`src/source/f2_bus_pkg.sv`:
```
package f2_bus_pkg;

    ////////////////////////////////////////////////////////////////////////////
    // Main CPU bus geometry

    // Word address, CPU address bits 23 to 1
    localparam int ADDR_W = 23;
    localparam int DATA_W = 16;
    localparam int SEL_W = 2;
    localparam int PAGE_W = 8;

    // First word-address bit of the page number
    localparam int PAGE_LSB = ADDR_W - PAGE_W;

    typedef logic [ADDR_W-1:0] bus_addr_t;
    typedef logic [DATA_W-1:0] bus_data_t;

    // Bit 1 is the upper byte lane
    typedef logic [SEL_W-1:0] bus_sel_t;

    // Page number, CPU address bits 23 to 16
    typedef logic [PAGE_W-1:0] page_t;

    ////////////////////////////////////////////////////////////////////////////
    // Address map

    // Configuration block never moves
    localparam page_t CONFIG_PAGE = 8'h70;

    typedef enum logic [1:0] {
        REGION_NONE,
        REGION_WORK_RAM,
        REGION_IRQ,
        REGION_CONFIG
    } region_t;

    // Word offsets inside the configuration page
    localparam bus_addr_t CFG_WORK_RAM_OFFSET = 23'd0;
    localparam bus_addr_t CFG_IRQ_OFFSET = 23'd1;

endpackage

```
`src/source/f2_chip_select.sv`:
```
`timescale 1ns/1ps

module f2_chip_select (
    input  f2_bus_pkg::bus_addr_t addr,
    input  f2_bus_pkg::page_t     work_ram_page,
    input  f2_bus_pkg::page_t     irq_page,
    output f2_bus_pkg::region_t   region
);

    import f2_bus_pkg::*;

    page_t addr_page;

    assign addr_page = addr[ADDR_W-1:PAGE_LSB];

    ////////////////////////////////////////////////////////////////////////////
    // Page decode
    //
    // Fixed config page is checked before the remappable bases, and work RAM
    // wins over IRQ when both bases point at the same page. That keeps the
    // config block reachable whatever the CPU has written into the bases.

    always_comb begin
        if (addr_page == CONFIG_PAGE) begin
            region = REGION_CONFIG;
        end else if (addr_page == work_ram_page) begin
            region = REGION_WORK_RAM;
        end else if (addr_page == irq_page) begin
            region = REGION_IRQ;
        end else begin
            // Unmapped, still acked by the bus
            region = REGION_NONE;
        end
    end

endmodule

```
`config.mk`:
```
export PLATFORM = sky130hd
export DESIGN_NAME = f2_chip_select
export DESIGN_NICKNAME = d
export VERILOG_FILES = /design/src/source/f2_bus_pkg.sv /design/src/source/f2_chip_select.sv
export SDC_FILE = /design/constraint.sdc
export NUM_CORES = 1
export LEC_CHECK = 0
export BUFFER_PORTS_ARGS = -buffer_cell sky130_fd_sc_hd__buf_4
export CAP_MARGIN = 30
export CORE_AREA = 3 3 40 42
export DETAILED_ROUTE_END_ITERATION = 7
export DIE_AREA = 0 0 43 45
export REMOVE_ABC_BUFFERS = 1
export SLEW_MARGIN = 20
export SYNTH_ARGS = -nofsm -noshare
export SYNTH_HDL_FRONTEND = slang
export SYNTH_SLANG_ARGS = --single-unit
export TNS_END_PERCENT = 5
```
`constraint.sdc`:
```
create_clock -name vclk -period 1.2
set_input_delay 0.24 -clock vclk [all_inputs]
set_output_delay 0.24 -clock vclk [all_outputs]
set_load 0.1 [all_outputs]
```
==> results_dict.tcl <==
set metrics [dict create \
    slowest_delay_ns 0.27 \
    power_density_mw_per_mm2 321.3 \
    fmax_mhz 692.5 \
    p_clk_share_pct 0 \
    drc_errors 0 \
    finalMaxSlewViolations 0 \
    postCtsHoldBufs 0 \
    io_buffers 26 \
    crit_chain "buf_6 -> xor2_2 -> nor4_2 -> o211ai_1 -> nand2_1 -> buf_12" \
    die_h_um 45 \
    die_w_um 43 \
    io_pins 41 \
    drv_cap 0 \
    power.total_uw 166.0 \
    firstDrtPassIters 2 \
    crit_required_ns 0.96 \
    netSwitchingPower_uw 62.66 \
    place_congestion 0.6889 \
    dieArea_mm2 0.001935 \
    crit_path_top_delay_cell "nor4_2" \
    detail_route.iter0.violations 1 \
    critPathKind "in -> out" \
    seq_cells 0 \
    worst_pin_slew_ns 0.2077 \
    synth_area_per_cell_um2 8.181 \
    cp-end-kind "primary output" \
    crit_path_max_fanout 1 \
    syn_area_um2 212.7 \
    synth_cells 26 \
    cellLeakagePower_nw 0.2279 \
    yosysTopAreaCell "xnor2_1" \
    num_vias 291 \
    final_core_util_pct 40.21 \
    core_mm2 0.001285 \
    netlist_top_cells_area "xnor2_1 33%, xor2_1 33%, nor4_2 12%" \
    hold_class "in -> out" \
    mostFrequentLayoutCell "buf_4" \
    ys_seq_area_share_pct 0 \
    grt_pass1_vias 298 \
    seqPwrFrac_pct 0 \
    hold_viol 0 \
    antenna_found_initial 0 \
    violations "negative setup slack" \
    area_growth_pct 142.9 \
    rsz0062_at_grt "true" \
    clkbuf_count 0 \
    routed_wl_um 714 \
    fin_hold_ws_ns 0.9526 \
    seq_area_um2 0 \
    status "finished, violations left" \
    crit_path_start_kind "input port" \
    switching_share_pct 37.74 \
    yosysWarnings 0 \
    slew_headroom_pct 86.04 \
    drive_above_1_share_pct 64.81 \
    cp_top_family "simple AND/OR/NAND/NOR gates" \
    layout_setup_ws_ns -0.2441 \
    yosys.area.top_type_share_pct 32.94 \
    post_drt_wl_per_cell_um 10.35 \
    crit_buf_inv 2 \
    layout_common_cells "20 x buf_4, 7 x buf_6, 6 x xnor2_1, 6 x xor2_1, 3 x nand4_1" \
    postCtsSetupRepairBufs 0 \
    comb_power_share_pct 100.0 \
    hold_depth 5 \
    cp.depth 6 \
    grt_max_degree 4 \
    initial_core_util_pct 16.55 \
    diodes 0 \
    viasPerCell 4.217 \
    gr-total-overflow 0 \
    period_minus_slack_ns 1.444 \
    ir_drop_uv 100.3 \
    finalSetupViolCount 2 \
    row_count 13 \
    final_antenna_net_count 0 \
    p_int_uw 103.4 \
    fin_crit_sh_pct 120.3 \
    nNetsFinal 95 \
    synth.distinct_cells 9 \
    groute.usage.overall_pct 7.635 \
    crit_arrival_ns 1.20 \
    grt_pass1_wl_um 1214 \
]
==> what timing repair did <==
action	4_1_cts	5_1_grt
pin swaps	9	5
endpoints found under the setup margin	2	2
gates resized for setup	13	3
==> worst min-delay path, cell delays in order <==
cell and delay (ns):
buf_6 0.09, nor4b_2 0.04, nand4_1 0.08, nand2_1 0.09
buf_12 0.17
==> cell usage after synthesis <==
cell      number
xor2_1         8
nor4_2         2
nand4_1        3
nand2_1        1
nor4b_1        1
xnor2_1        8
o21ai_0        1
o211ai_1       1
nor2_1         1
==> stage by stage <==
stage | std cells | setup TNS (ns) | cell area [µm²] | worst slack [ns]
2_1_floorplan | 26 | -2.111 | 212.7 | -1.661
3_3_place_gp | 69 | -0.6450 | 441.7 | -0.3323
3_5_place_dp | 69 | -0.6530 | 441.7 | -0.3567
4_1_cts | 69 | -0.4555 | 501.7 | -0.2516
5_1_grt | 69 | -0.5971 | 516.7 | -0.3202
6_report | 69 | -0.4469 | 516.7 | -0.2441
==> final timing paths <==
kind | slack, ns | start | to
max | -0.24 | irq_page[6] | region[1]
min | 0.95 | addr[17] | region[1]
==> per-layer routing <==
| metal | vias to the layer above | GRT usage, % | routed length [µm] |
|---|---|---|---|
| li1 | 147 | - | - |
| met2 | 14 | 14.67 | 380 |
| met5 | - | 0 | 0 |
| met1 | 130 | 9.547 | 269 |
| met3 | 0 | 1.195 | 64 |
| met4 | 0 | 0 | 0 |
==> area by class of cell <==
| class | instances | area (µm²) |
|---|---|---|
| fillers | 139 | 768.2 |
| repair buffers | 28 | 249.0 |
| well taps | 15 | 18.77 |
| multi-input cells | 26 | 249.0 |
==> cell families (layout without fill, tap and decap cells) <==
family,after synthesis,in the layout,synth area share [%]
xor+xnor,16,16,65.88
compound gates,2,2,5.881
buf+inv,0,28,0
simple gates,8,8,28.23
==> power groups by stage <==
stage,logic [mW],clock network [mW],registers (mW)
6_report,0.166,0,0
5_1_grt,0.180,0,0
4_1_cts,0.164,0,0
3_5_place_dp,0.148,0,0
3_3_place_gp,0.146,0,0
2_1_floorplan,0.0582,0,0
No activity file was read; power rests on OpenSTA's default activity.
