==> src/source/f2_bus_pkg.sv <==
package f2_bus_pkg;

    ////////////////////////////////////////////////////////////////////////////
    // Main CPU bus geometry

    // Word address, CPU address bits 23 to 1
    localparam int ADDR_W = 23;
    localparam int DATA_W = 16;
    localparam int SEL_W = 2;
    localparam int PAGE_W = 8;

    // First word-address bit of the page number
    localparam int PAGE_LSB = ADDR_W - PAGE_W;

    typedef logic [ADDR_W-1:0] bus_addr_t;
    typedef logic [DATA_W-1:0] bus_data_t;

    // Bit 1 is the upper byte lane
    typedef logic [SEL_W-1:0] bus_sel_t;

    // Page number, CPU address bits 23 to 16
    typedef logic [PAGE_W-1:0] page_t;

    ////////////////////////////////////////////////////////////////////////////
    // Address map

    // Configuration block never moves
    localparam page_t CONFIG_PAGE = 8'h70;

    typedef enum logic [1:0] {
        REGION_NONE,
        REGION_WORK_RAM,
        REGION_IRQ,
        REGION_CONFIG
    } region_t;

    // Word offsets inside the configuration page
    localparam bus_addr_t CFG_WORK_RAM_OFFSET = 23'd0;
    localparam bus_addr_t CFG_IRQ_OFFSET = 23'd1;

endpackage

==> src/source/f2_irq_pkg.sv <==
package f2_irq_pkg;

    // Level presented to the CPU, DMA above vblank
    typedef enum logic [2:0] {
        IRQ_NONE = 3'd0,
        IRQ_VBLANK = 3'd5,
        IRQ_DMA = 3'd6
    } irq_level_t;

    ////////////////////////////////////////////////////////////////////////////
    // Register word offsets inside the IRQ page

    // Pending bits, read only
    localparam int unsigned IRQ_STATUS_OFFSET = 0;

    // Write anything to drop the request
    localparam int unsigned IRQ_CLEAR_VBLANK_OFFSET = 5;
    localparam int unsigned IRQ_CLEAR_DMA_OFFSET = 6;

    // Status word bit positions
    localparam int unsigned IRQ_STATUS_VBLANK_BIT = 0;
    localparam int unsigned IRQ_STATUS_DMA_BIT = 1;

endpackage

==> src/source/f2_irq_ctrl.sv <==
`timescale 1ns/1ps

module f2_irq_ctrl (
    input  logic                   clk,
    input  logic                   reset,
    input  logic                   vblank,
    input  logic                   dma_done,
    input  logic                   stb,
    input  logic                   we,
    input  f2_bus_pkg::bus_addr_t  offset,
    output f2_bus_pkg::bus_data_t  rd_data,
    output f2_irq_pkg::irq_level_t ipl
);

    import f2_bus_pkg::*;
    import f2_irq_pkg::*;

    logic vblank_prev;
    logic dma_prev;
    logic vblank_req;
    logic dma_req;
    logic vblank_rise;
    logic dma_rise;
    logic clear_vblank;
    logic clear_dma;

    assign vblank_rise = vblank & ~vblank_prev;
    assign dma_rise = dma_done & ~dma_prev;

    assign clear_vblank = stb & we & (offset == bus_addr_t'(IRQ_CLEAR_VBLANK_OFFSET));
    assign clear_dma = stb & we & (offset == bus_addr_t'(IRQ_CLEAR_DMA_OFFSET));

    // Previous input levels for edge capture
    always_ff @(posedge clk) begin
        vblank_prev <= vblank;
        dma_prev <= dma_done;
    end

    ////////////////////////////////////////////////////////////////////////////
    // Pending requests

    always_ff @(posedge clk) begin
        if (reset) begin
            vblank_req <= 1'b0;
            dma_req <= 1'b0;
        end else begin
            // Edge in the clear cycle keeps the request
            vblank_req <= vblank_rise | (vblank_req & ~clear_vblank);
            dma_req <= dma_rise | (dma_req & ~clear_dma);
        end
    end

    always_comb begin
        if (dma_req) begin
            ipl = IRQ_DMA;
        end else if (vblank_req) begin
            ipl = IRQ_VBLANK;
        end else begin
            ipl = IRQ_NONE;
        end
    end

    always_ff @(posedge clk) begin
        if (stb) begin
            rd_data <= '0;
            if (offset == bus_addr_t'(IRQ_STATUS_OFFSET)) begin
                rd_data[IRQ_STATUS_VBLANK_BIT] <= vblank_req;
                rd_data[IRQ_STATUS_DMA_BIT] <= dma_req;
            end
        end
    end

    // DMA edge raises the top level on the next cycle even during a clear
    dma_edge_level: assert property (@(posedge clk) disable iff (reset)
        $rose(dma_done) |=> (ipl == IRQ_DMA));

endmodule

==> config.mk <==
export PLATFORM = sky130hd
export DESIGN_NAME = f2_irq_ctrl
export DESIGN_NICKNAME = d
export VERILOG_FILES = /design/src/source/f2_bus_pkg.sv /design/src/source/f2_irq_pkg.sv /design/src/source/f2_irq_ctrl.sv
export SDC_FILE = /design/constraint.sdc
export NUM_CORES = 1
export LEC_CHECK = 0
export BUFFER_PORTS_ARGS = -buffer_cell sky130_fd_sc_hd__buf_2
export CORE_AREA = 2 2 39 41
export CTS_BUF_LIST = sky130_fd_sc_hd__clkbuf_4 sky130_fd_sc_hd__clkbuf_8
export CTS_CLUSTER_DIAMETER = 80
export DETAILED_ROUTE_END_ITERATION = 8
export DIE_AREA = 0 0 41 43
export GPL_ROUTABILITY_DRIVEN = 0
export PLACE_DENSITY = 0.73
export SETUP_SLACK_MARGIN = 0.1
export SLEW_MARGIN = 20
export SYNTH_ARGS = -nofsm -noshare
export SYNTH_HDL_FRONTEND = slang
export SYNTH_SLANG_ARGS = --single-unit
==> constraint.sdc <==
create_clock -name clk -period 5 [get_ports clk]
set_clock_uncertainty 0.05 [all_clocks]
set_input_delay 1.5 -clock clk [delete_from_list [all_inputs] [get_ports clk]]
set_output_delay 1.5 -clock clk [all_outputs]
set_load 0.005 [all_outputs]
==> reports/metrics.csv <==
metric;value;unit
proportion of power drawn by the clock network;36.9;%
fraction of power spent switching nets;24.2;%
Core Region;1380;µm²
top-level port count;48;
Critical Path AT;2860;ps
ratio of cells with drive above 1 in the final layout;42.9;%
die span in y;43;µm
total of max-cap violations;0;
CP max FO;2;
shortest period the worst path allows;2780;ps
synthesized instance count;50;
status;complete, no violations;
number of flops mapped to enable cells by yosys;2;
proportion of synthesized area in mux cells;0;%
violation count after the first detailed-route iteration;0;
Setup TNS;0;ps
fin crit share;55.5;%
H-tree depth reported by CTS;1;
wire length of the first global-routing pass;1410;µm
Min-Delay Path Class;register to register;
number of warning messages in the yosys log;0;
full die area;1760;µm²
routed length per placed instance;9.39;µm
number of buffers on the longest clock path;2;
maximum number of pins on one net before global-route repair;5;
leading cell types by total area after synthesis;sky130_fd_sc_hd__buf_4 (27%), sky130_fd_sc_hd__dfxtp_1 (19%), sky130_fd_sc_hd__edfxtp_1 (14%);
Hold Path Depth;2;
vias per cell;4.34;
die extent in x;41;µm
final net count;115;
#FFs+latches synth;6;
growth of design area from synthesis to finish;34.1;%
dominant combinational cell family by area after synthesis;simple AND/OR/NAND/NOR gates;
half-perimeter wire length of the detailed placement result;853;µm
total area of sequential cells;140;µm²
sequential share of power;44.3;%
overall power after layout;122;µW
xor and xnor area share after synthesis;0;%
highest achievable clock rate;0.360;GHz
total of endpoints with negative setup slack in the final report;0;
Root Driver;sky130_fd_sc_hd__clkbuf_4;
commonest cells after routing, fill and taps aside;sky130_fd_sc_hd__buf_2 (33), sky130_fd_sc_hd__conb_1 (14), sky130_fd_sc_hd__nor4_1 (4), sky130_fd_sc_hd__dfxtp_1 (4);
Resize count post-CTS;0;
distinct cell type count after synthesis;18;
worst setup path class;input pin to register;
synthesized area divided by synthesized cell count;8.43;µm²
antenna violations before repair;0;
clock tree from TritonCTS;done;
number of hold buffers added after CTS;0;
total gr overflow;0;
sinks on the clock net;6;
number of setup buffers added after CTS;0;
cell area after synthesis;422;µm²
Worst Reg2Reg Path Length in Cells;3;
adder-cell share of the synthesized area;0;%
total global-route track usage;11.9;%
clock insertion delay at the later pin of the skew report;240;ps
areal power density over the cells;216;nW/µm²
count of filler cells inserted in the layout;164;
effective utilization at floorplan;30.5;%
share of synthesized flip-flops with an asynchronous set or reset;0;%
required time reported for the critical path endpoint;5080;ps
proportion of netlist area held by the largest area contributor;26.7;%
vias post-DR;434;
Worst setup EP type;register;
post-synth top area cell;sky130_fd_sc_hd__buf_4;
Net Sw Power;29.5;µW
total internal power;92.6;µW
most frequent standard cell in the layout excluding fill and tap cells;sky130_fd_sc_hd__buf_2;
leak pwr;0.293;nW
share of synthesized area occupied by flip-flops and latches;33.2;%
number of diodes;0;
count of port buffers added during placement;33;
setup repair after global routing missed its margin;no;
max-slew violations;0;
Synth Area in Compound Gates;6.53;%
Peak VDD IR;0.131;mV
crit start category;input pin;
via count of the first global-routing pass;372;
clock edge transition at the registers on the reported setup and hold paths;50;ps
count of final hold-check violations;0;
proportion of power drawn by combinational gates;18.8;%
Core Rows;14;
multi-input combinational cell area;206;µm²
Total Wirelength;939;µm
residual DRC count;0;
number of buffers inserted during clock tree synthesis;3;
most used flip-flop cell after synthesis;sky130_fd_sc_hd__dfxtp_1;
area share of and/or/nand/nor cells after synthesis;30.0;%
remaining number of nets flagged by the antenna check after routing;0;
DR pass1 iterations;1;
==> registers in the layout, indices dropped and copies added (netlist names) <==
signal	flops
rd_data	2
dma_prev	1
dma_req	1
vblank_prev	1
vblank_req	1
==> logic make-up after synthesis <==
logic type | count (synthesis)
and+or+nand+nor | 21
buffers and inverters | 18
DFF | 6
AOI/OAI and AO/OA | 4
other | 1
==> per-layer routing <==
| layer | vias up | track usage, % | share of wire [%] |
|---|---|---|---|
| li1 | 218 | - | - |
| met1 | 184 | 12.7 | 37 |
| met2 | 32 | 19.1 | 47 |
| met3 | 0 | 3.14 | 15 |
| met4 | 0 | 8.00 | 0 |
| met5 | - | 0 | 0 |
==> layout make-up <==
cell class / count / area share, %
repair buffers: 33 / 29.2
multi-input cells: 39 / 36.5
well taps: 16 / 3.54
inverters: 3 / 1.99
flip-flops and latches: 6 / 24.8
clock buffers: 3 / 3.98
==> per-stage QoR <==
step / util, % / hold slack [ps] / instance area (µm²) / setup WS, ps / std cells
finish: 40.9 / 537 / 566 / 2220 / 100
global route: 40.9 / 558 / 566 / 2190 / 100
CTS: 40.9 / 541 / 566 / 2220 / 100
detailed placement: 39.2 / 534 / 543 / 1960 / 97
global placement: 39.2 / 521 / 543 / 1980 / 97
floorplan: - / 497 / 470 / 2090 / 63
==> path summary, 6_finish.rpt <==
check	start	endpoint	slack (ps)
setup / recovery	offset[9]	dma_req	2220
hold / removal	vblank_req	rd_data[0]	540
setup reg to reg	dma_prev	dma_req	3710
hold reg to reg	vblank_req	rd_data[0]	540
==> critical path: stages <==
cell	delay, ps
sky130_fd_sc_hd__buf_2	90
sky130_fd_sc_hd__or4_1	510
sky130_fd_sc_hd__or4b_1	480
sky130_fd_sc_hd__o31a_1	280
==> Yosys cell counts (2+ instances only) <==
master                     count
sky130_fd_sc_hd__a21oi_1       2
sky130_fd_sc_hd__buf_4        15
sky130_fd_sc_hd__dfxtp_1       4
sky130_fd_sc_hd__edfxtp_1      2
sky130_fd_sc_hd__inv_1         3
sky130_fd_sc_hd__nand2_1       2
sky130_fd_sc_hd__nand2b_1      2
sky130_fd_sc_hd__nand3b_1      3
sky130_fd_sc_hd__nand4_1       2
sky130_fd_sc_hd__nor2_1        3
sky130_fd_sc_hd__nor4_1        4
sky130_fd_sc_hd__o31a_1        2
==> power by group through the flow <==
stage	Sequential, mW	Clock (mW)	Combinational [mW]
after floorplan	0.0548	0	0.0172
after global placement	0.0549	0	0.0225
after detailed placement	0.0551	0	0.0231
after CTS	0.0542	0.0472	0.0232
after global routing	0.0544	0.0506	0.0267
final	0.0541	0.0451	0.0230
No activity file was read; power rests on OpenSTA's default activity.
