===== src/source/f2_bus_pkg.sv =====
package f2_bus_pkg;

    ////////////////////////////////////////////////////////////////////////////
    // Main CPU bus geometry

    // Word address, CPU address bits 23 to 1
    localparam int ADDR_W = 23;
    localparam int DATA_W = 16;
    localparam int SEL_W = 2;
    localparam int PAGE_W = 8;

    // First word-address bit of the page number
    localparam int PAGE_LSB = ADDR_W - PAGE_W;

    typedef logic [ADDR_W-1:0] bus_addr_t;
    typedef logic [DATA_W-1:0] bus_data_t;

    // Bit 1 is the upper byte lane
    typedef logic [SEL_W-1:0] bus_sel_t;

    // Page number, CPU address bits 23 to 16
    typedef logic [PAGE_W-1:0] page_t;

    ////////////////////////////////////////////////////////////////////////////
    // Address map

    // Configuration block never moves
    localparam page_t CONFIG_PAGE = 8'h70;

    typedef enum logic [1:0] {
        REGION_NONE,
        REGION_WORK_RAM,
        REGION_IRQ,
        REGION_CONFIG
    } region_t;

    // Word offsets inside the configuration page
    localparam bus_addr_t CFG_WORK_RAM_OFFSET = 23'd0;
    localparam bus_addr_t CFG_IRQ_OFFSET = 23'd1;

endpackage


===== src/source/f2_region_config.sv =====
`timescale 1ns/1ps

module f2_region_config #(
    parameter f2_bus_pkg::page_t RESET_WORK_RAM_PAGE = 8'h10,
    parameter f2_bus_pkg::page_t RESET_IRQ_PAGE = 8'h30
) (
    input  logic                  clk,
    input  logic                  reset,
    input  logic                  stb,
    input  logic                  we,
    input  f2_bus_pkg::bus_addr_t offset,
    input  f2_bus_pkg::bus_data_t wr_data,
    input  f2_bus_pkg::bus_sel_t  wr_sel,
    output f2_bus_pkg::bus_data_t rd_data,
    output f2_bus_pkg::page_t     work_ram_page,
    output f2_bus_pkg::page_t     irq_page
);

    import f2_bus_pkg::*;

    logic write_low;

    // Page bases live in the lower byte only
    assign write_low = stb & we & wr_sel[0];

    always_ff @(posedge clk) begin
        if (reset) begin
            work_ram_page <= RESET_WORK_RAM_PAGE;
            irq_page <= RESET_IRQ_PAGE;
        end else if (write_low) begin
            if (offset == CFG_WORK_RAM_OFFSET) begin
                work_ram_page <= wr_data[PAGE_W-1:0];
            end
            if (offset == CFG_IRQ_OFFSET) begin
                irq_page <= wr_data[PAGE_W-1:0];
            end
        end
    end

    // Read back, upper byte zero
    always_ff @(posedge clk) begin
        if (stb) begin
            case (offset)
                CFG_WORK_RAM_OFFSET: begin
                    rd_data <= {{(DATA_W - PAGE_W){1'b0}}, work_ram_page};
                end
                CFG_IRQ_OFFSET: begin
                    rd_data <= {{(DATA_W - PAGE_W){1'b0}}, irq_page};
                end
                default: begin
                    rd_data <= '0;
                end
            endcase
        end
    end

endmodule


===== config.mk =====
export PLATFORM = sky130hd
export DESIGN_NAME = f2_region_config
export DESIGN_NICKNAME = d
export VERILOG_FILES = /design/src/source/f2_bus_pkg.sv /design/src/source/f2_region_config.sv
export SDC_FILE = /design/constraint.sdc
export NUM_CORES = 1
export LEC_CHECK = 0
export BUFFER_PORTS_ARGS = -buffer_cell sky130_fd_sc_hd__buf_2
export CAP_MARGIN = 20
export CORE_MARGIN = 5
export CORE_UTILIZATION = 40
export DETAILED_ROUTE_END_ITERATION = 8
export PLACE_DENSITY = 0.83
export SLEW_MARGIN = 10
export SYNTH_ARGS = -nofsm -noshare
export SYNTH_HDL_FRONTEND = slang
export SYNTH_SLANG_ARGS = --single-unit

===== constraint.sdc =====
create_clock -name clk -period 2.5 [get_ports clk]
set_clock_uncertainty 0.05 [all_clocks]
set_input_delay 0 -clock clk [delete_from_list [all_inputs] [get_ports clk]]
set_output_delay 0 -clock clk [all_outputs]
set_load 0.1 [all_outputs]

==> results of run 1 <==
-- what timing repair did --
action,CTS,global route
hold endpoints to repair,21,0
hold buffers,12,0
buffers inserted,0,0
-- final cells by class --
cell class / instances / area [µm²] / share of cell area
Clock buffer: 3 / 22.5 / 0.0143
Tap cell: 33 / 41.3 / 0.0263
Sequential cell: 24 / 561 / 0.357
Clock inverter: 1 / 3.75 / 0.00239
Multi-Input combinational cell: 86 / 528 / 0.336
Timing Repair Buffer: 71 / 415 / 0.264
-- final timing paths --
check | end | start | slack (ps)
setup / recovery | irq_page[0] | stb | 230
hold / removal | rd_data[6] | offset[0] | 170
setup reg to reg | irq_page[0] | irq_page[0] | 1240
hold reg to reg | irq_page[3] | irq_page[3] | 450
-- Yosys cell counts --
cell type,count
sky130_fd_sc_hd__and4b_1,1
sky130_fd_sc_hd__buf_6,3
sky130_fd_sc_hd__o21ai_0,13
sky130_fd_sc_hd__nand3_1,2
sky130_fd_sc_hd__nor3_1,3
sky130_fd_sc_hd__nor4_2,5
sky130_fd_sc_hd__clkbuf_1,1
sky130_fd_sc_hd__buf_2,2
sky130_fd_sc_hd__o21bai_1,3
sky130_fd_sc_hd__mux2i_1,8
sky130_fd_sc_hd__a21oi_1,13
sky130_fd_sc_hd__buf_12,1
sky130_fd_sc_hd__buf_4,10
sky130_fd_sc_hd__nand4_1,14
sky130_fd_sc_hd__a31oi_1,3
sky130_fd_sc_hd__and4_1,2
sky130_fd_sc_hd__dfxtp_1,16
sky130_fd_sc_hd__nand2_1,1
sky130_fd_sc_hd__conb_1,1
sky130_fd_sc_hd__and2_1,1
sky130_fd_sc_hd__edfxtp_1,8
sky130_fd_sc_hd__nor2_1,9
-- critical path, delay by kind of cell --
kind	cells	cell delay, ps
buffers and inverters	3	1310
and+or+nand+nor	2	770
AOI/OAI and AO/OA	2	330
-- power breakdown --
group / switching, mW / leakage [nW] / internal [mW]
sequential: 0.000849 / 0.211 / 0.406
clock: 0.104 / 0.0154 / 0.0582
combinational: 0.116 / 0.455 / 0.0389
total: 0.221 / 0.682 / 0.503
-- per-stage QoR --
step / std cells / total power, mW
floorplan: 127 / 0.529
global placement: 202 / 0.557
detailed placement: 202 / 0.559
CTS: 218 / 0.730
global route: 218 / 0.755
finish: 218 / 0.724
-- routing by layer --
metal / track usage / wire length, µm / up-vias
met5: 0 / 0 / -
met4: 0.0317 / 0 / 0
met3: 0.0208 / 337 / 0
met2: 0.257 / 1540 / 71
met1: 0.182 / 1210 / 523
li1: - / - / 567
-- state kept, by name, summed over array words and instances, names as in the netlist --
name           cells
irq_page           8
rd_data            8
work_ram_page      8
-- logic make-up after synthesis --
logic type | synth area share
buf+inv | 0.118
other cells | 0.00311
simple gates | 0.205
mux | 0.0665
flops | 0.465
compound gates | 0.142
==> results.md, run 1 <==
- The slowest stage of the critical path belongs to the cell sky130_fd_sc_hd__dlygate4sd3_1.
- The row count is 20.
- The number of maximum-capacitance constraint violations is 0.
- The pin count of the biggest net entering global routing is 18.
- The post-route minimum period is around 2300 ps.
- The run finished with clean final reports.
- The number of gates given a new drive strength after cts is 0.
- Detailed placement ended at an HPWL of 2320 µm.
- The number of antenna violations at the first check in global routing is 0.
- The chip width is 64.9 µm.
- The global-route total usage across every layer is 0.144.
- The worst hold slack after final layout is approximately 170 ps.
- The transition time at the pin with the least slew margin is about 600 ps.
- After synthesis the netlist holds a flip-flop and latch count of 24.
- In the synthesized netlist, the number of instances is 120.
- Detailed routing inserted a total of 1161 vias.
- The Yosys step of the flow raised 0 warnings.
- Setup repair after global routing left no endpoint under its margin.
- The number of distinct library cells after synthesis is 22.
- The final count of negative-setup-slack endpoints is 0.
- In this run, the number of DRC markers left after iteration 0 of detailed routing was 54.
- The sequential area share after synthesis is 0.465.
- Along the worst hold path, the cell count comes to 3.
- Of the available clock period, the critical path in the final layout requires 0.908.
- The share of synthesized area in the top cell type comes to 0.266.
- The library cells used most frequently in the layout, excluding fill and tap cells, are 59 x sky130_fd_sc_hd__buf_2, 16 x sky130_fd_sc_hd__dfxtp_1, 14 x sky130_fd_sc_hd__nand4_1.
- The growth of design area from synthesis to finish is 30.4%.
- The post-synth design cell area is roughly 1200 µm².
- The proportion of layout cells with a drive suffix above 1 is 0.362.
- Traced cell by cell, the critical path runs through dlygate4sd3_1 > buf_2 > and4_1 > nand3_1 > o21ai_0 > a21oi_1 > dlygate4sd3_1.
- TritonCTS built the clock tree.
- The biggest area contributor in the post-synthesis netlist is sky130_fd_sc_hd__dfxtp_1.
- Headroom to the max-slew limit came out at 0.603.
- The most prevalent standard cell on the critical path is sky130_fd_sc_hd__dlygate4sd3_1.
- The longest individual stage delay on the worst path is about 570 ps.
- The first detailed-routing pass ran for 5 iterations.
- The worst-case IR drop observed on VDD is approximately 0.18 mV.
- The hold violation count in the final report was 0.
- The global placer's final weighted congestion is between 0.7 and 0.8.
- The count of inserted antenna diode cells is 0.
- The maximum fanout along the worst path is 10.
- The total area inside the core boundary comes to between 2000 and 3000 µm².
- The initial utilization of the core area, before any placement, comes to 0.405.
- The leakage power is a little under 0.7 nW.
- The die extent in y is ~65 µm.
- The first global-routing pass estimated between 4000 and 5000 µm of wire.
- The placed instances occupy a cell area of between 1000 and 1500 µm².
- The final layout contains routed wiring with a total length of about 3100 µm.
- The number of nets in the final layout is 231.
- The area of the die is approximately 4200 µm².
- The cell sitting at the root of the clock tree is a sky130_fd_sc_hd__clkbuf_4.
- The count of clock tree sinks is 24.
- The most frequent standard cell in the layout excluding fill and tap cells is sky130_fd_sc_hd__buf_2.
- The achievable frequency is 0.440 GHz.
- Measured on the finished design, the core utilization comes to 0.528.
- The antenna violation net count after detailed routing is 0.
- In this run the tool buffered the top-level ports with 59 buffer cells.
- In the routed design, unresolved DRC markers number 0.
- The worst hold path belongs to the class input port to flop.
- STA classifies the critical path startpoint as an input port.
- The routed wirelength normalized by instance count is roughly 14 µm.
- During I/O placement, the number of pins put on the boundary was just under 80.
- In this run, CTS created clock tree buffers numbering 3.
- The data arrival time of the worst path is between 2000 and 2500 ps.
- In the post-synthesis netlist, the biggest area contributors are sky130_fd_sc_hd__dfxtp_1 27%, sky130_fd_sc_hd__edfxtp_1 20%, sky130_fd_sc_hd__nand4_1 7.3%.
- The summed area of non-filler cells in the final layout is 1570 µm².
- The via count of the first global-routing pass came to around 1100.
- The worst-skew pair later-pin latency is around 300 ps.
- The worst slack at placement is 713 ps.
- CTS built an H-tree with a depth of 1.
- A synthesized cell averages between 10 and 15 µm².
- The clock tree buffer depth is 2.
- The critical path capture point type is a flop.
- The depth of the worst register-to-register path is 3.
- The critical path is of the input port to flop type.
- The data required time of the worst path is around 2700 ps.
- Clock-pin slew was measured on the worst setup and hold paths at about 120 ps.
- In this run the power density over the cells is 461 nW/µm².
- The setup TNS is 0 ps.
- The final worst setup slack is approximately 230 ps.
- The total overflow reported by the global router is 0.
- The via density per instance is between 5 and 6.
- Fill cells in the final layout number 283.
- The count of final max-slew check failures came to 0.
(Power assumes the default switching activity.)
==> run 2: changes to the inputs <==
Settings changed: ABC_AREA from default to 1, SETUP_SLACK_MARGIN from default to 0.5.
==> run 2 against run 1 <==
Effect of this change:
- power rose by 0.93%
- register-to-register slack better by 520 ps
- global-route usage shrank 0.77 points
- synthesized cell count is 39% higher
- non-clock buffer count decreased by 3
- count of clock-buffer cells in the layout unchanged
- critical path depth is the same
- sequential power about the same
- sequential share of layout area down 1.2 points
- clock power up 3%
- critical endpoint is now irq_page[4]
- utilization increased by 1.4 points
==> results.md, run 2 <==
- The number of antenna violations at the first check in global routing is 0 (unchanged).
- The post-CTS setup-driven buffer insertion count was 0 (unchanged).
- The antenna violation net count after detailed routing is 0 (unchanged).
- The data arrival time of the worst path is 1670 ps (-750 ps).
- The area fraction of the dominant cell type after synthesis is 0.259 (-0.00725).
- The maximum fanout along the worst path is 14 (+4).
- The number of vias after detailed routing came to 1213 (+4.5%).
- The CTS H-tree depth was 1 (unchanged).
- The die extent in y is 65.7 µm (+1.2%).
- The most instantiated library cell after synthesis is sky130_fd_sc_hd__nand2_1.
- The clock tree buffer depth is 2 (unchanged).
- The post-synth design cell area is 1240 µm² (+2.8%).
- The number of remaining DRC errors is 0 (unchanged).
- The average footprint of a synthesized cell was 7.42 µm² (-26%).
- The total clock buffers created by CTS was 3 (unchanged).
- The portion of the clock cycle consumed by the worst path in the final layout was 0.615 (-0.294).
- The growth of design area from synthesis to finish is 31.3%.
- The area of the die is 4310 µm² (+2.4%).
- The number of maximum-capacitance constraint violations came to 0 (unchanged).
- The number of distinct library cells after synthesis is 16 (-27%).
- The data required time of the worst path is 2640 ps (about the same).
- Leaving out fill and tap cells, the most frequent cell in the layout is sky130_fd_sc_hd__buf_2.
- TritonCTS built the clock tree.
- The total power divided by cell area came to 449 nW/µm² (-2.5%).
- The critical path capture point type is a flop.
- The synthesized netlist cell count is 167 (+39%).
- The post-route minimum period is 1540 ps (-734 ps).
- The area of the core region is 3000 µm² (+0.84%).
- The count of final max-slew check failures is 0 (unchanged).
- The global-route total usage across every layer was 0.136 (-0.00769).
- The worst-skew pair later-pin latency is 300 ps (about the same).
- The final count of negative-setup-slack endpoints is 0 (unchanged).
- The leakage power is 0.883 nW (+30%).
- The global placer's final weighted congestion is 0.708 (-1.2%).
- The effective utilization at floorplan was 0.413 (+0.00788).
- The number of warnings reported in the yosys synthesis log is 0 (unchanged).
- The count of inserted antenna diode cells is 0 (unchanged).
- The predominant post-synthesis flop cell is sky130_fd_sc_hd__dfxtp_1.
- The first-iteration detailed-routing DRC count came to 60 (+11%).
- The number of flops mapped to enable cells by yosys is 8 (unchanged).
- The wire length of the first global-routing pass is 4690 µm (-2.9%).
- Of all cell types, the one taking the most synthesized area is sky130_fd_sc_hd__dfxtp_1.
- The proportion of layout cells with a drive suffix above 1 is 0.299 (-0.0630).
- The worst slack at placement is 1160 ps (+445 ps).
- The chip width is 65.7 µm (+1.2%).
- The number of nets in the final layout is 280 (+21%).
- The maximum VDD drop is 0.163 mV (-8.5%).
- The final worst setup slack was 963 ps (+734 ps).
- The number of fillers in the final layout is 294 (+3.9%).
- The clock-pin slew of the registers on the worst-case setup and hold paths is 120 ps (about the same).
- The CTS root buffer is sky130_fd_sc_hd__clkbuf_4.
- The pin count of the biggest net entering global routing came to 17 (-1).
- The via density per instance is 4.54 (-15%).
- Ranked by instance count, the synthesized netlist is headed by 50 x sky130_fd_sc_hd__nand2_1, 40 x sky130_fd_sc_hd__nor2_1, 19 x sky130_fd_sc_hd__nand3_1.
- The sequential area share after synthesis is 0.453 (-0.0127).
- The class of the tightest hold or removal check is input port to flop.
- The setup TNS is 0 ps (unchanged).
- The worst setup path is launched from an input port.
- The sum of net half-perimeters after detailed placement was 2160 µm (-6.7%).
- The row count is 20 (unchanged).
- Sorting the synthesized cells by area gives the leading types as sky130_fd_sc_hd__dfxtp_1 26%, sky130_fd_sc_hd__edfxtp_1 19%, sky130_fd_sc_hd__nand2_1 15%.
- Setup repair after global routing left no endpoint under its margin.
- The worst setup path is of the input port to flop kind.
- The routed wirelength normalized by instance count is 10.7 µm (-25%).
- The count of clock tree sinks is 24 (unchanged).
- The largest registers in the layout are irq_page: 8 flops, rd_data: 8 flops, work_ram_page: 8 flops.
- The achievable frequency is 0.651 GHz (+48%).
- Leaving out fill and tap cells, the most frequent cells in the layout are 59 x sky130_fd_sc_hd__buf_2, 50 x sky130_fd_sc_hd__nand2_1, 40 x sky130_fd_sc_hd__nor2_1.
- The post-synthesis register bit count is 24 (unchanged).
- The hold violation count in the final report came to 0 (unchanged).
- The run finished with clean final reports.
- The total overflow reported by the global router is 0 (unchanged).
- The via count of the first global-routing pass was 1132 (+5.8%).
- The quantity of I/O buffers inserted on ports came to 59 (unchanged).
- The total iterations of the first detailed-routing run is 4 (-1).
- The async set-reset flop share out of synthesis is 0 (unchanged).
- The wire length reported by the detailed router is 2840 µm (-7.8%).
- The number of top-level pins was 77 (unchanged).
## run 2: cell count changes after synthesis, sizes merged, moves of 12 or more
cell / change
a21oi: -13
inv: +13
nand2: +50
nand3: +17
nand4: -14
nor2: +37
o21ai: -12
## run 2: layout make-up
cell class              instances  area, µm²  area share
clock buffers                   3       22.5      0.0138
clock inverters                 1       3.75     0.00231
multi-input cells             125        564       0.347
well taps                      33       41.3      0.0254
flip-flops and latches         24        561       0.345
inverters                      13       48.8      0.0300
repair buffers                 68        385       0.237
## run 2: worst paths after layout
| check | depth (start not counted) | end | slack [ps] | from |
|---|---|---|---|---|
| max | 7 | irq_page[4] | 960 | stb |
| min | 3 | work_ram_page[4] | 100 | reset |
| max reg2reg | 2 | rd_data[1] | 1760 | irq_page[1] |
| min reg2reg | 2 | work_ram_page[4] | 450 | work_ram_page[4] |
## run 2: per-layer routing
layer,track usage,part of all wire
met5,0,0
met4,0.0466,0.0014
met3,0.0137,0.074
met2,0.257,0.52
met1,0.157,0.41
## run 2: per-stage QoR
step                      area (µm²)  instances  utilization  power (mW)  hold slack, ps
after floorplan                 1260        174            -       0.534            62.5
after global placement          1510        254        0.503       0.560             182
after detailed placement        1510        254        0.503       0.562             191
after CTS                       1620        266        0.538       0.732            1.96
after global routing            1630        267        0.542       0.764             116
final                           1630        267        0.542       0.731             105
## run 2: cell families (layout without fill, tap and decap cells)
group                  count (synthesis)  count (layout)  synth area share
AND/OR/NAND/NOR                      116             116             0.427
AO/OA/AOI/OAI                          1               1           0.00404
flip-flops                            24              24             0.453
buffers and inverters                 25              85             0.113
other                                  1               8           0.00303
## run 2: where the power goes
| part | total, mW | internal, mW | switching [mW] | leakage (nW) |
|---|---|---|---|---|
| Combinational | 0.156 | 0.0382 | 0.118 | 0.656 |
| Sequential | 0.407 | 0.406 | 0.00103 | 0.211 |
| Clock | 0.167 | 0.0582 | 0.109 | 0.0154 |
## run 2: worst max-delay path, cell delays in order
cell                            delay [ps]
sky130_fd_sc_hd__dlygate4sd3_1         520
sky130_fd_sc_hd__buf_2                 230
sky130_fd_sc_hd__nand3_1               260
sky130_fd_sc_hd__inv_1                 400
sky130_fd_sc_hd__nand2_1               130
sky130_fd_sc_hd__nand2_1                80
sky130_fd_sc_hd__nand3_1                60
## run 2: repair_timing
action | in CTS | in global routing
setup endpoints to repair | 0 | 0
hold buffers | 8 | 1
endpoints found under the hold margin | 16 | 8
gates resized for setup | 0 | 0
