--- src/source/f2_bus_pkg.sv ---
package f2_bus_pkg;

    ////////////////////////////////////////////////////////////////////////////
    // Main CPU bus geometry

    // Word address, CPU address bits 23 to 1
    localparam int ADDR_W = 23;
    localparam int DATA_W = 16;
    localparam int SEL_W = 2;
    localparam int PAGE_W = 8;

    // First word-address bit of the page number
    localparam int PAGE_LSB = ADDR_W - PAGE_W;

    typedef logic [ADDR_W-1:0] bus_addr_t;
    typedef logic [DATA_W-1:0] bus_data_t;

    // Bit 1 is the upper byte lane
    typedef logic [SEL_W-1:0] bus_sel_t;

    // Page number, CPU address bits 23 to 16
    typedef logic [PAGE_W-1:0] page_t;

    ////////////////////////////////////////////////////////////////////////////
    // Address map

    // Configuration block never moves
    localparam page_t CONFIG_PAGE = 8'h70;

    typedef enum logic [1:0] {
        REGION_NONE,
        REGION_WORK_RAM,
        REGION_IRQ,
        REGION_CONFIG
    } region_t;

    // Word offsets inside the configuration page
    localparam bus_addr_t CFG_WORK_RAM_OFFSET = 23'd0;
    localparam bus_addr_t CFG_IRQ_OFFSET = 23'd1;

endpackage

--- src/source/f2_cpu_bus.sv ---
`timescale 1ns/1ps

module f2_cpu_bus (
    input  logic                  clk,
    input  logic                  reset,

    // Wishbone classic slave
    input  logic                  wb_cyc,
    input  logic                  wb_stb,
    input  logic                  wb_we,
    input  f2_bus_pkg::bus_addr_t wb_adr,
    input  f2_bus_pkg::bus_data_t wb_dat_w,
    input  f2_bus_pkg::bus_sel_t  wb_sel,
    output f2_bus_pkg::bus_data_t wb_dat_r,
    output logic                  wb_ack,

    input  f2_bus_pkg::region_t   region,

    // Shared target side
    output f2_bus_pkg::bus_addr_t offset,
    output f2_bus_pkg::bus_data_t wr_data,
    output f2_bus_pkg::bus_sel_t  wr_sel,
    output logic                  wr_en,

    output logic                  ram_stb,
    output logic                  irq_stb,
    output logic                  cfg_stb,
    input  f2_bus_pkg::bus_data_t ram_data,
    input  f2_bus_pkg::bus_data_t irq_data,
    input  f2_bus_pkg::bus_data_t cfg_data
);

    import f2_bus_pkg::*;

    logic new_req;
    region_t region_q;

    // Ack cycle masked since the master still holds the request
    assign new_req = wb_cyc & wb_stb & ~wb_ack;

    assign ram_stb = new_req & (region == REGION_WORK_RAM);
    assign irq_stb = new_req & (region == REGION_IRQ);
    assign cfg_stb = new_req & (region == REGION_CONFIG);

    assign offset = bus_addr_t'(wb_adr[PAGE_LSB-1:0]);
    assign wr_data = wb_dat_w;
    assign wr_sel = wb_sel;
    assign wr_en = wb_we;

    always_ff @(posedge clk) begin
        if (reset) begin
            wb_ack <= 1'b0;
        end else begin
            wb_ack <= new_req;
        end
    end

    always_ff @(posedge clk) begin
        if (new_req) begin
            region_q <= region;
        end
    end

    ////////////////////////////////////////////////////////////////////////////
    // Read data mux for the ack cycle

    always_comb begin
        wb_dat_r = '0;
        if (wb_ack) begin
            case (region_q)
                REGION_WORK_RAM: wb_dat_r = ram_data;
                REGION_IRQ:      wb_dat_r = irq_data;
                REGION_CONFIG:   wb_dat_r = cfg_data;
                default:         wb_dat_r = '0;
            endcase
        end
    end

    // Master keeps the request steady until it sees ack
    req_held: assert property (@(posedge clk) disable iff (reset)
        (wb_cyc && wb_stb && !wb_ack) |=>
            (wb_cyc && wb_stb && $stable(wb_adr) && $stable(wb_we)));

endmodule

--- config.mk ---
export PLATFORM = sky130hd
export DESIGN_NAME = f2_cpu_bus
export DESIGN_NICKNAME = d
export VERILOG_FILES = /design/src/source/f2_bus_pkg.sv /design/src/source/f2_cpu_bus.sv
export SDC_FILE = /design/constraint.sdc
export NUM_CORES = 1
export LEC_CHECK = 0
export BUFFER_PORTS_ARGS = -buffer_cell sky130_fd_sc_hd__buf_2
export CAP_MARGIN = 10
export CORE_ASPECT_RATIO = 0.7
export CORE_MARGIN = 2
export CORE_UTILIZATION = 24
export DETAILED_ROUTE_END_ITERATION = 8
export PLACE_DENSITY_LB_ADDON = 0.25
export SYNTH_ARGS = -nofsm -noshare
export SYNTH_HDL_FRONTEND = slang
export SYNTH_SLANG_ARGS = --single-unit
--- constraint.sdc ---
create_clock -name clk -period 1.1 [get_ports clk]
set_clock_uncertainty 0.1 [all_clocks]
set_input_delay 0.165 -clock clk [delete_from_list [all_inputs] [get_ports clk]]
set_output_delay 0.165 -clock clk [all_outputs]
set_load 0.01 [all_outputs]
==> results of run 1 <==
## placed cells by master (no fill, tap or decap), types with 2 or more instances in the layout
master | Yosys | layout
clkbuf_16 | 0 | 2
buf_6 | 1 | 2
edfxtp_1 | 2 | 2
conb_1 | 1 | 8
a211oi_2 | 0 | 16
buf_2 | 3 | 72
nor3b_2 | 0 | 2
mux2i_1 | 16 | 15
a21oi_1 | 16 | 15
clkbuf_8 | 0 | 3
buf_4 | 42 | 4
buf_12 | 1 | 4
## sequential cells by signal, summed over array words and instances (netlist names)
signal	flops
region_q	2
wb_ack	1
## layer usage
layer  global-route usage  vias up  part of all wire
li1                     -      431                 -
met1                0.130      382              0.44
met2                0.162       70              0.45
met3               0.0442        2              0.11
met4               0.0409        0            0.0016
met5                    0        -                 0
## area by class of cell
cell class	count	area [µm²]
timing repair buffer	85	553
inverter	2	7.51
clock buffer	4	45.0
fill	370	2220
sequential	3	81.3
multi-input combinational	61	526
tap	50	62.6
## repair_timing
| item | 4_1_cts | 5_1_grt |
|---|---|---|
| resized for setup | 2 | 2 |
| pin swaps | 1 | 0 |
| hold buffers | 1 | 0 |
| endpoints found under the hold margin | 1 | 0 |
| gates cloned | 0 | 2 |
| buffers inserted | 3 | 2 |
| endpoints found under the setup margin | 21 | 21 |
## path summary, 6_finish.rpt
| path | to | slack (ns) | depth (start not counted) |
|---|---|---|---|
| max reg2reg | region_q[0]$_DFFE_PP_ | -0.05 | 3 |
| min | region_q[1]$_DFFE_PP_ | 0.09 | 1 |
| max | wb_dat_r[6] | -0.54 | 5 |
| min reg2reg | wb_ack$_SDFF_PP0_ | 0.64 | 3 |
## cell families (layout without fill, tap and decap cells)
| logic type | Yosys count | in the layout | share of synthesized area |
|---|---|---|---|
| multiplexers | 16 | 16 | 0.184 |
| buffers and inverters | 52 | 91 | 0.451 |
| AO/OA/AOI/OAI | 32 | 32 | 0.231 |
| AND/OR/NAND/NOR | 5 | 5 | 0.0375 |
| flip-flops | 3 | 3 | 0.0922 |
| other | 1 | 8 | 0.00432 |
## stage by stage
stage          area (µm²)  hold slack [ns]  utilization
2_1_floorplan        1000            0.130            -
3_3_place_gp         1130            0.214        0.325
3_5_place_dp         1130            0.223        0.325
4_1_cts              1210           0.0781        0.348
5_1_grt              1270           0.0824        0.365
6_report             1270           0.0858        0.365
## critical path, delay by kind of cell, from the launching register on
family                 cells  cell delay (ns)
AO/OA/AOI/OAI              1             0.17
multiplexers               1             0.12
flip-flops                 1             0.38
buffers and inverters      3             0.48
## power breakdown
group / switching [W] / total (W) / internal, W
Combinational: 0.000157 / 0.000336 / 0.000179
Clock: 0.0000776 / 0.000325 / 0.000248
Sequential: 0.00000328 / 0.000130 / 0.000127
==> summary.txt, run 1 <==
Cells and area
  – Inserted Diodes: 0
  – NumNets Final: about 250
  – P&R area growth vs syn: 46.8%
  – Layout cells sized above 1: 0.710
  – Non-Filler Instances: between 200 and 250

Pwr
  – Max VDD drop: between 0.4 and 0.5 mV
  – LEAKAGE: ~0.66 nW
  – PwrDens: 620 mW/mm²
  – Total power: roughly 0.0008 W

Clock network
  – CTS tree: done
  – Later-pin clock latency in the skew report: ~0.22 ns
  – Clk sinks: 3
  – Clock transition at path regs: approximately 0.030 ns
  – Total CTS buffers: 3
  – CTS root buf: clkbuf_8
  – Clock Tree Buf Depth: 2
  – H-tree lvl count: 1

Drt
  – Via count: 885
  – Drt via density: roughly 4.3
  – # DRC: 0
  – Drt pass-1 iters: 4
  – Routed Antenna Nets: 0
  – Post-DR wirelength/cell: about 13 µm
  – First DRT Iteration DRCs: 8
  – Routed WL: between 2000 and 3000 µm

Timing
  – Fin crit period: between 1.5 and 2 ns
  – Final Max Tran Viols: 0
  – Final setup margin: -0.542 ns
  – Period Utilization, post-route: 1.49
  – Final setup TNS: -9.37 ns
  – Final-report setup violation count: 21
  – Hold Vio Cnt, Final: 0
  – Max Freq: 609 MHz
  – RSZ-0062 raised after global routing: true

Worst hold path
  – Class of the worst hold path: primary input to flip-flop
  – Hold_sp: region[1]

Synth
  – Post-synthesis async set-or-reset flop share: 0
  – Synthesized area: 868 µm²
  – List of most frequent post-synthesis cells: buf_4 (42), a211oi_1 (16), a21oi_1 (16), mux2i_1 (16), buf_2 (3)
  – Synth warn: 0
  – Synth top area share: 0.363
  – Most used DFF post-synth: edfxtp_1
  – Number of synthesized register bits: 3
  – Seq/Total Area, Yosys: 0.0922
  – Avg Inst Size Synth: ~8.0 µm²
  – Yosys cell types: 17
  – Area contributors post-synth: buf_4 (36%), mux2i_1 (18%), a211oi_1 (14%), a21oi_1 (9.2%), edfxtp_1 (6.9%)
  – Top-count cell post-synth: buf_4
  – Most area-hungry cell type in the Yosys netlist: buf_4
  – Post-Synthesis Cells: around 110
  – Post-synth EDFFs: 2

Place
  – Place WS: -0.296 ns
  – Port bufs: 73
  – Routability cong.: between 0.6 and 0.7
  – Inst Count DP: 195
  – Dpl hpwl: 1910 µm

Run status
  – Failing checks: negative setup slack
  – Status: complete, but fails checks

Setup path
  – Critical setup path kind: flip-flop to output port
  – Crit-path max FO: 15
  – Critical Path Sink Type: output port
  – Crit-path max cell delay: approximately 0.38 ns
  – Crit path from: region_q[1]$_DFFE_PP_
  – RR Startpoint: wb_ack$_SDFF_PP0_
  – Critical Path Source Type: flip-flop
  – WP data required: ~0.83 ns
  – Crit-path cells: buf_4, buf_12, mux2i_1, a211oi_2, buf_2
  – Worst path slowest cell: edfxtp_1
  – Crit path DAT: between 1 and 1.5 ns

Die
  – Die Wd: 75.9 µm
  – DIE AREA: between 0.004 and 0.005 mm²
  – I/O pin cnt: about 160
  – Placeable Area: 0.00349 mm²
  – Initial core utilization: 0.249
  – Die height: between 50 and 60 µm
  – Rows: 18

GRT
  – First-pass GRT wire length: between 3000 and 4000 µm
  – Vias in the first global route: between 700 and 800
  – GR Util All Layers: 0.105
  – GR Overflow Total: 0
  – Antenna violations before repair: 0
  – Largest net degree at the start of global routing: 21

Run
  – Max_cap viols: 0
Note: power is estimated with default switching activity, not from simulation.
==> run 2: changes to the inputs <==
--- a/config.mk
+++ b/config.mk
@@ -5,13 +5,14 @@
 export SDC_FILE = /design/constraint.sdc
 export NUM_CORES = 1
 export LEC_CHECK = 0
-export BUFFER_PORTS_ARGS = -buffer_cell sky130_fd_sc_hd__buf_2
+export BUFFER_PORTS_ARGS = -buffer_cell sky130_fd_sc_hd__clkbuf_2
 export CAP_MARGIN = 10
 export CORE_ASPECT_RATIO = 0.7
 export CORE_MARGIN = 2
 export CORE_UTILIZATION = 24
 export DETAILED_ROUTE_END_ITERATION = 8
 export PLACE_DENSITY_LB_ADDON = 0.25
+export SLEW_MARGIN = 30
 export SYNTH_ARGS = -nofsm -noshare
 export SYNTH_HDL_FRONTEND = slang
 export SYNTH_SLANG_ARGS = --single-unit
==> constraint.sdc (replaced) <==
create_clock -name clk -period 1.5 [get_ports clk]
set_clock_uncertainty 0.1 [all_clocks]
set_input_delay 0.225 -clock clk [delete_from_list [all_inputs] [get_ports clk]]
set_output_delay 0.225 -clock clk [all_outputs]
set_load 0.01 [all_outputs]
==> summary.txt, run 2 (synthesis results as in run 1) <==
Cells and area
  – Commonest non-fill, non-tap cell in the layout: clkbuf_2
  – FF/Latch Area: between 80 and 90 µm²
  – P&R area growth vs syn: 25.5%
  – Commonest non-fill, non-tap cells in the layout: clkbuf_2 (55), buf_2 (17), mux2i_1 (16), a21oi_1 (16), a211oi_1 (11)
  – Layout cells sized above 1: 0.612
  – Largest Register: region_q
  – Inserted Diodes: 0
  – Multi-input gate area: about 460 µm²
  – Non-Filler Instances: approximately 200
  – Max reg flops: 2
  – NumNets Final: roughly 240
  – Fill cells: approximately 410
  – Top Registers: region_q (2), wb_ack (1)
  – Final core occ: 0.312
  – Post-route cell area: between 0.001 and 0.0015 mm²

Clock network
  – Clock Tree Buf Depth: 2
  – H-tree lvl count: 1
  – Clock transition at path regs: around 0.03 ns
  – CTS tree: done
  – Total CTS buffers: 3
  – Clk sinks: 3
  – CTS root buf: clkbuf_8
  – Later-pin clock latency in the skew report: roughly 0.21 ns

Timing
  – Period Utilization, post-route: 1.13
  – Final setup margin: -0.190 ns
  – Tightest Pin Transition: 0.631 ns
  – Hold Vio Cnt, Final: 0
  – Final Max Tran Viols: 0
  – Slew HR: 0.579
  – RSZ-0062 raised after global routing: true
  – Max Freq: between 500 and 600 MHz
  – Fin crit period: between 1.5 and 2 ns
  – Final-report setup violation count: 16

Setup path
  – Worst path slowest cell: edfxtp_1
  – Crit-path max FO: 20
  – Crit-path cells: buf_12, mux2i_1, a211oi_1, buf_2
  – R2R Setup Slk: roughly 0.34 ns
  – Critical Path Sink Type: output port
  – Crit path from: region_q[1]$_DFFE_PP_
  – Critical Path Source Type: flip-flop
  – WP data required: around 1.2 ns
  – Crit-path max cell delay: approximately 0.43 ns
  – Worst r2r path cells: 3
  – Crit path DAT: 1.36 ns
  – RR Startpoint: wb_ack$_SDFF_PP0_
  – Critical setup path kind: flip-flop to output port
  – R2r endpoint: region_q[1]$_DFFE_PP_

Drt
  – Routed WL: between 2000 and 2500 µm
  – # DRC: 0
  – Routed Antenna Nets: 0
  – Via count: around 850
  – Post-DR wirelength/cell: approximately 11 µm
  – Drt pass-1 iters: 4
  – Drt via density: 4.29
  – First DRT Iteration DRCs: 18

Pwr
  – PwrDens: 483 mW/mm²
  – Switch Pwr: roughly 0.00015 W
  – LEAKAGE: about 0.60 nW
  – Sw frac: 0.283
  – Pint: 0.000377 W
  – Max VDD drop: between 0.6 and 0.7 mV
  – Comb power frac: 0.380
  – Sequential share of power: 0.182
  – Clock network power share: 0.438

Die
  – Initial core utilization: 0.249
  – Die Wd: 75.9 µm
  – Die height: 54.3 µm
  – Rows: 18
  – Placeable Area: approximately 0.0035 mm²
  – I/O pin cnt: approximately 160
  – DIE AREA: between 0.004 and 0.005 mm²

GRT
  – GR Util All Layers: 0.0956
  – First-pass GRT wire length: approximately 3000 µm
  – Vias in the first global route: ~680
  – Antenna violations before repair: 0
  – Largest net degree at the start of global routing: 33
  – GR Overflow Total: 0

Run status
  – Failing checks: negative setup slack
  – Status: complete, but fails checks

Worst hold path
  – Hold_sp: reset
  – Class of the worst hold path: primary input to flip-flop
  – Hold path cells: 2
  – Hold EP: wb_ack$_SDFF_PP0_

Place
  – Routability cong.: ~0.65
  – Port bufs: between 70 and 80
  – Placed inst area: approximately 990 µm²
  – Inst Count DP: around 190
  – Place WS: -0.0370 ns

Run
  – Max_cap viols: 0
-- run 2: changes by cell type in the layout (fill, tap and decap cells not counted) --
cell,change
a211oi_2,-11
clkbuf_2,+55
dlygate4sd3_1,-1
mux2i_1,+1
a21oi_1,+1
buf_2,-55
buf_12,-2
buf_4,-3
mux2i_2,-1
a211oi_1,+11
a21oi_2,-1
clkbuf_16,-2
-- run 2: stage by stage --
| step | hold slack, ns | TNS, ns | total power (W) |
|---|---|---|---|
| after global placement | 0.282 | -0.0229 | 0.000281 |
| after floorplan | 0.197 | 0 | 0.000301 |
| after detailed placement | 0.286 | -0.0698 | 0.000285 |
| after CTS | 0.0619 | -3.25 | 0.000528 |
| final | 0.0594 | -2.62 | 0.000527 |
| after global routing | 0.0703 | -3.74 | 0.000568 |
-- run 2: critical path, delay by kind of cell (launching register included) --
kind	cells	cell delay, ns
flops	1	0.43
mux	1	0.14
buf+inv	2	0.36
compound gates	1	0.22
-- run 2: power groups by stage --
stage	Combinational [W]	Sequential, W	Clock (W)
final	0.000200	0.0000959	0.000231
after global routing	0.000221	0.0000964	0.000251
after CTS	0.000191	0.0000958	0.000241
after detailed placement	0.000188	0.0000966	0
after global placement	0.000185	0.0000966	0
after floorplan	0.000204	0.0000964	0
-- run 2: cell type report --
type                    count  share of cell area
multi-input cells          61               0.425
repair buffers             77               0.395
flip-flops and latches      3              0.0746
well taps                  50              0.0574
clock buffers               4              0.0413
inverters                   2             0.00689
-- run 2: worst max-delay path by stage --
| stage | end |
|---|---|
| 2_1_floorplan | wb_dat_r[10] |
| 3_3_place_gp | wb_dat_r[2] |
| 3_5_place_dp | wb_dat_r[1] |
| 4_1_cts | wb_dat_r[6] |
| 5_1_grt | wb_dat_r[8] |
| 6_report | wb_dat_r[8] |
-- run 2: per-layer routing --
layer | share of wire | wire length, µm | GRT usage | vias up
met1 | 0.45 | 987 | 0.124 | 366
li1 | - | - | - | 416
met4 | 0.0018 | 4 | 0.0409 | 0
met2 | 0.43 | 945 | 0.132 | 61
met3 | 0.11 | 239 | 0.0479 | 2
met5 | 0 | 0 | 0 | -
-- run 2: repair_timing --
item | 4_1_cts | 5_1_grt
pin swaps | 5 | 3
endpoints found under the hold margin | 0 | 0
hold buffers | 0 | 0
resized for setup | 2 | 28
endpoints found under the setup margin | 16 | 19
buffers inserted | 0 | 1
==> run 3: changes to the inputs <==
--- a/config.mk
+++ b/config.mk
@@ -12,6 +12,7 @@
 export CORE_UTILIZATION = 24
 export DETAILED_ROUTE_END_ITERATION = 8
 export PLACE_DENSITY_LB_ADDON = 0.25
+export REMOVE_ABC_BUFFERS = 1
 export SLEW_MARGIN = 30
 export SYNTH_ARGS = -nofsm -noshare
 export SYNTH_HDL_FRONTEND = slang
==> summary.txt, run 3 (synthesis results as in run 1) <==
Timing
  – Max Freq: about 570 MHz
  – Period Utilization, post-route: 1.16
  – Final setup margin: -0.246 ns
  – Final-report setup violation count: 16
  – Fin crit period: approximately 1.7 ns
  – RSZ-0062 raised after global routing: true
  – Final Max Tran Viols: 0
  – Tightest Pin Transition: between 0.5 and 0.6 ns
  – Slew HR: 0.623
  – Final setup TNS: -3.17 ns
  – Hold Vio Cnt, Final: 0

Die
  – Initial core utilization: 0.249
  – Rows: 18
  – Die height: between 50 and 60 µm
  – I/O pin cnt: between 150 and 200
  – DIE AREA: between 0.004 and 0.005 mm²
  – Placeable Area: around 0.0035 mm²
  – Die Wd: roughly 76 µm

Drt
  – # DRC: 0
  – Drt via density: roughly 4.5
  – Routed Antenna Nets: 0
  – Via count: 905
  – First DRT Iteration DRCs: 10
  – Routed WL: ~3600 µm
  – Drt pass-1 iters: 2
  – Post-DR wirelength/cell: 17.8 µm

Cells and area
  – Non-Filler Instances: just over 200
  – Max reg flops: 2
  – NumNets Final: around 250
  – Multi-input gate area: between 400 and 500 µm²
  – Commonest non-fill, non-tap cells in the layout: clkbuf_2 (55), buf_2 (18), mux2i_1 (16), a21oi_1 (16), a211oi_1 (14)
  – Inserted Diodes: 0
  – Largest Register: region_q
  – Final core occ: 0.324
  – P&R area growth vs syn: 30.4%
  – Layout cells sized above 1: 0.599
  – Top Registers: region_q (2), wb_ack (1)
  – Commonest non-fill, non-tap cell in the layout: clkbuf_2
  – Fill cells: slightly below 400
  – FF/Latch Area: ~81 µm²

Setup path
  – WP data required: ~1.2 ns
  – Crit-path cells: buf_4, buf_12, mux2i_1, a211oi_2, buf_2
  – Worst path slowest cell: edfxtp_1
  – Critical Path Source Type: flip-flop
  – Critical Path Sink Type: output port
  – Cell family with most CP delay: buffers and inverters
  – Worst Path Buf+Inv: 3
  – Critical setup path kind: flip-flop to output port
  – Crit-path max cell delay: 0.37 ns
  – Crit-path max FO: 10
  – Crit path DAT: about 1.4 ns

GRT
  – GR Overflow Total: 0
  – GR Util All Layers: 0.142
  – First-pass GRT wire length: approximately 4000 µm
  – Vias in the first global route: 677
  – Antenna violations before repair: 0
  – Largest net degree at the start of global routing: 21

Pwr
  – Max VDD drop: between 0.3 and 0.4 mV
  – PwrDens: around 480 mW/mm²
  – LEAKAGE: approximately 0.63 nW

Place
  – Dpl hpwl: around 3000 µm
  – Routability cong.: 0.642
  – Inst Count DP: slightly below 200
  – Port bufs: 73

Clock network
  – Clock transition at path regs: ~0.03 ns
  – Later-pin clock latency in the skew report: ~0.21 ns
  – CTS tree: done
  – CTS root buf: clkbuf_8
  – Post-CTS Hold Buffers: 0
  – Total CTS buffers: 3
  – H-tree lvl count: 1
  – Clock Tree Buf Depth: 2
  – Clk sinks: 3

Run status
  – Status: complete, but fails checks
  – Failing checks: negative setup slack

Worst hold path
  – Class of the worst hold path: primary input to flip-flop

Run
  – Max_cap viols: 0
[run 3: cell count changes in the layout (fill, tap and decap cells not counted)]
| cell | change |
|---|---|
| buf_4 | +4 |
| and3_1 | +1 |
| a211oi_1 | +3 |
| clkbuf_16 | +2 |
| buf_2 | +1 |
| a211oi_2 | -3 |
| buf_6 | -2 |
| and3_4 | -1 |
[run 3: final cells by class]
cell class | count | share of cell area
repair buffers | 82 | 0.435
well taps | 50 | 0.0552
flip-flops and latches | 3 | 0.0718
clock buffers | 4 | 0.0398
multi-input cells | 61 | 0.391
inverters | 2 | 0.00663
[run 3: report_power, final]
group          internal, W  switching [W]
clock             0.000181      0.0000523
combinational     0.000113      0.0000965
sequential       0.0000931     0.00000190
total             0.000388       0.000151
[run 3: final timing paths]
kind | cells past startpoint | to | slack (ns) | from
min reg2reg | 2 | wb_ack$_SDFF_PP0_ | 0.54 | wb_ack$_SDFF_PP0_
min | 2 | wb_ack$_SDFF_PP0_ | 0.06 | reset
max reg2reg | 3 | region_q[0]$_DFFE_PP_ | 0.34 | wb_ack$_SDFF_PP0_
max | 5 | wb_dat_r[8] | -0.25 | region_q[1]$_DFFE_PP_
[run 3: routing by layer]
metal	global-route usage	wire [µm]
met3	0.129	758
met2	0.228	1600
met4	0.0175	0
met1	0.138	1250
met5	0.0417	0
[run 3: timing repair]
item / 4_1_cts / 5_1_grt
cloned: 0 / 2
buffers inserted: 0 / 3
pin swaps: 0 / 14
hold endpoints to repair: 0 / 0
endpoints found under the setup margin: 17 / 19
resized for setup: 1 / 23
[run 3: stage by stage]
step	hold slack, ns	setup WS, ns	area (µm²)	total power (W)
2_1_floorplan	0.197	-0.397	510	0.000179
3_3_place_gp	0.282	-0.0139	993	0.000279
3_5_place_dp	0.290	-0.0261	993	0.000284
4_1_cts	0.0658	-0.263	1040	0.000525
5_1_grt	0.0717	-0.303	1130	0.000577
6_report	0.0604	-0.246	1130	0.000538
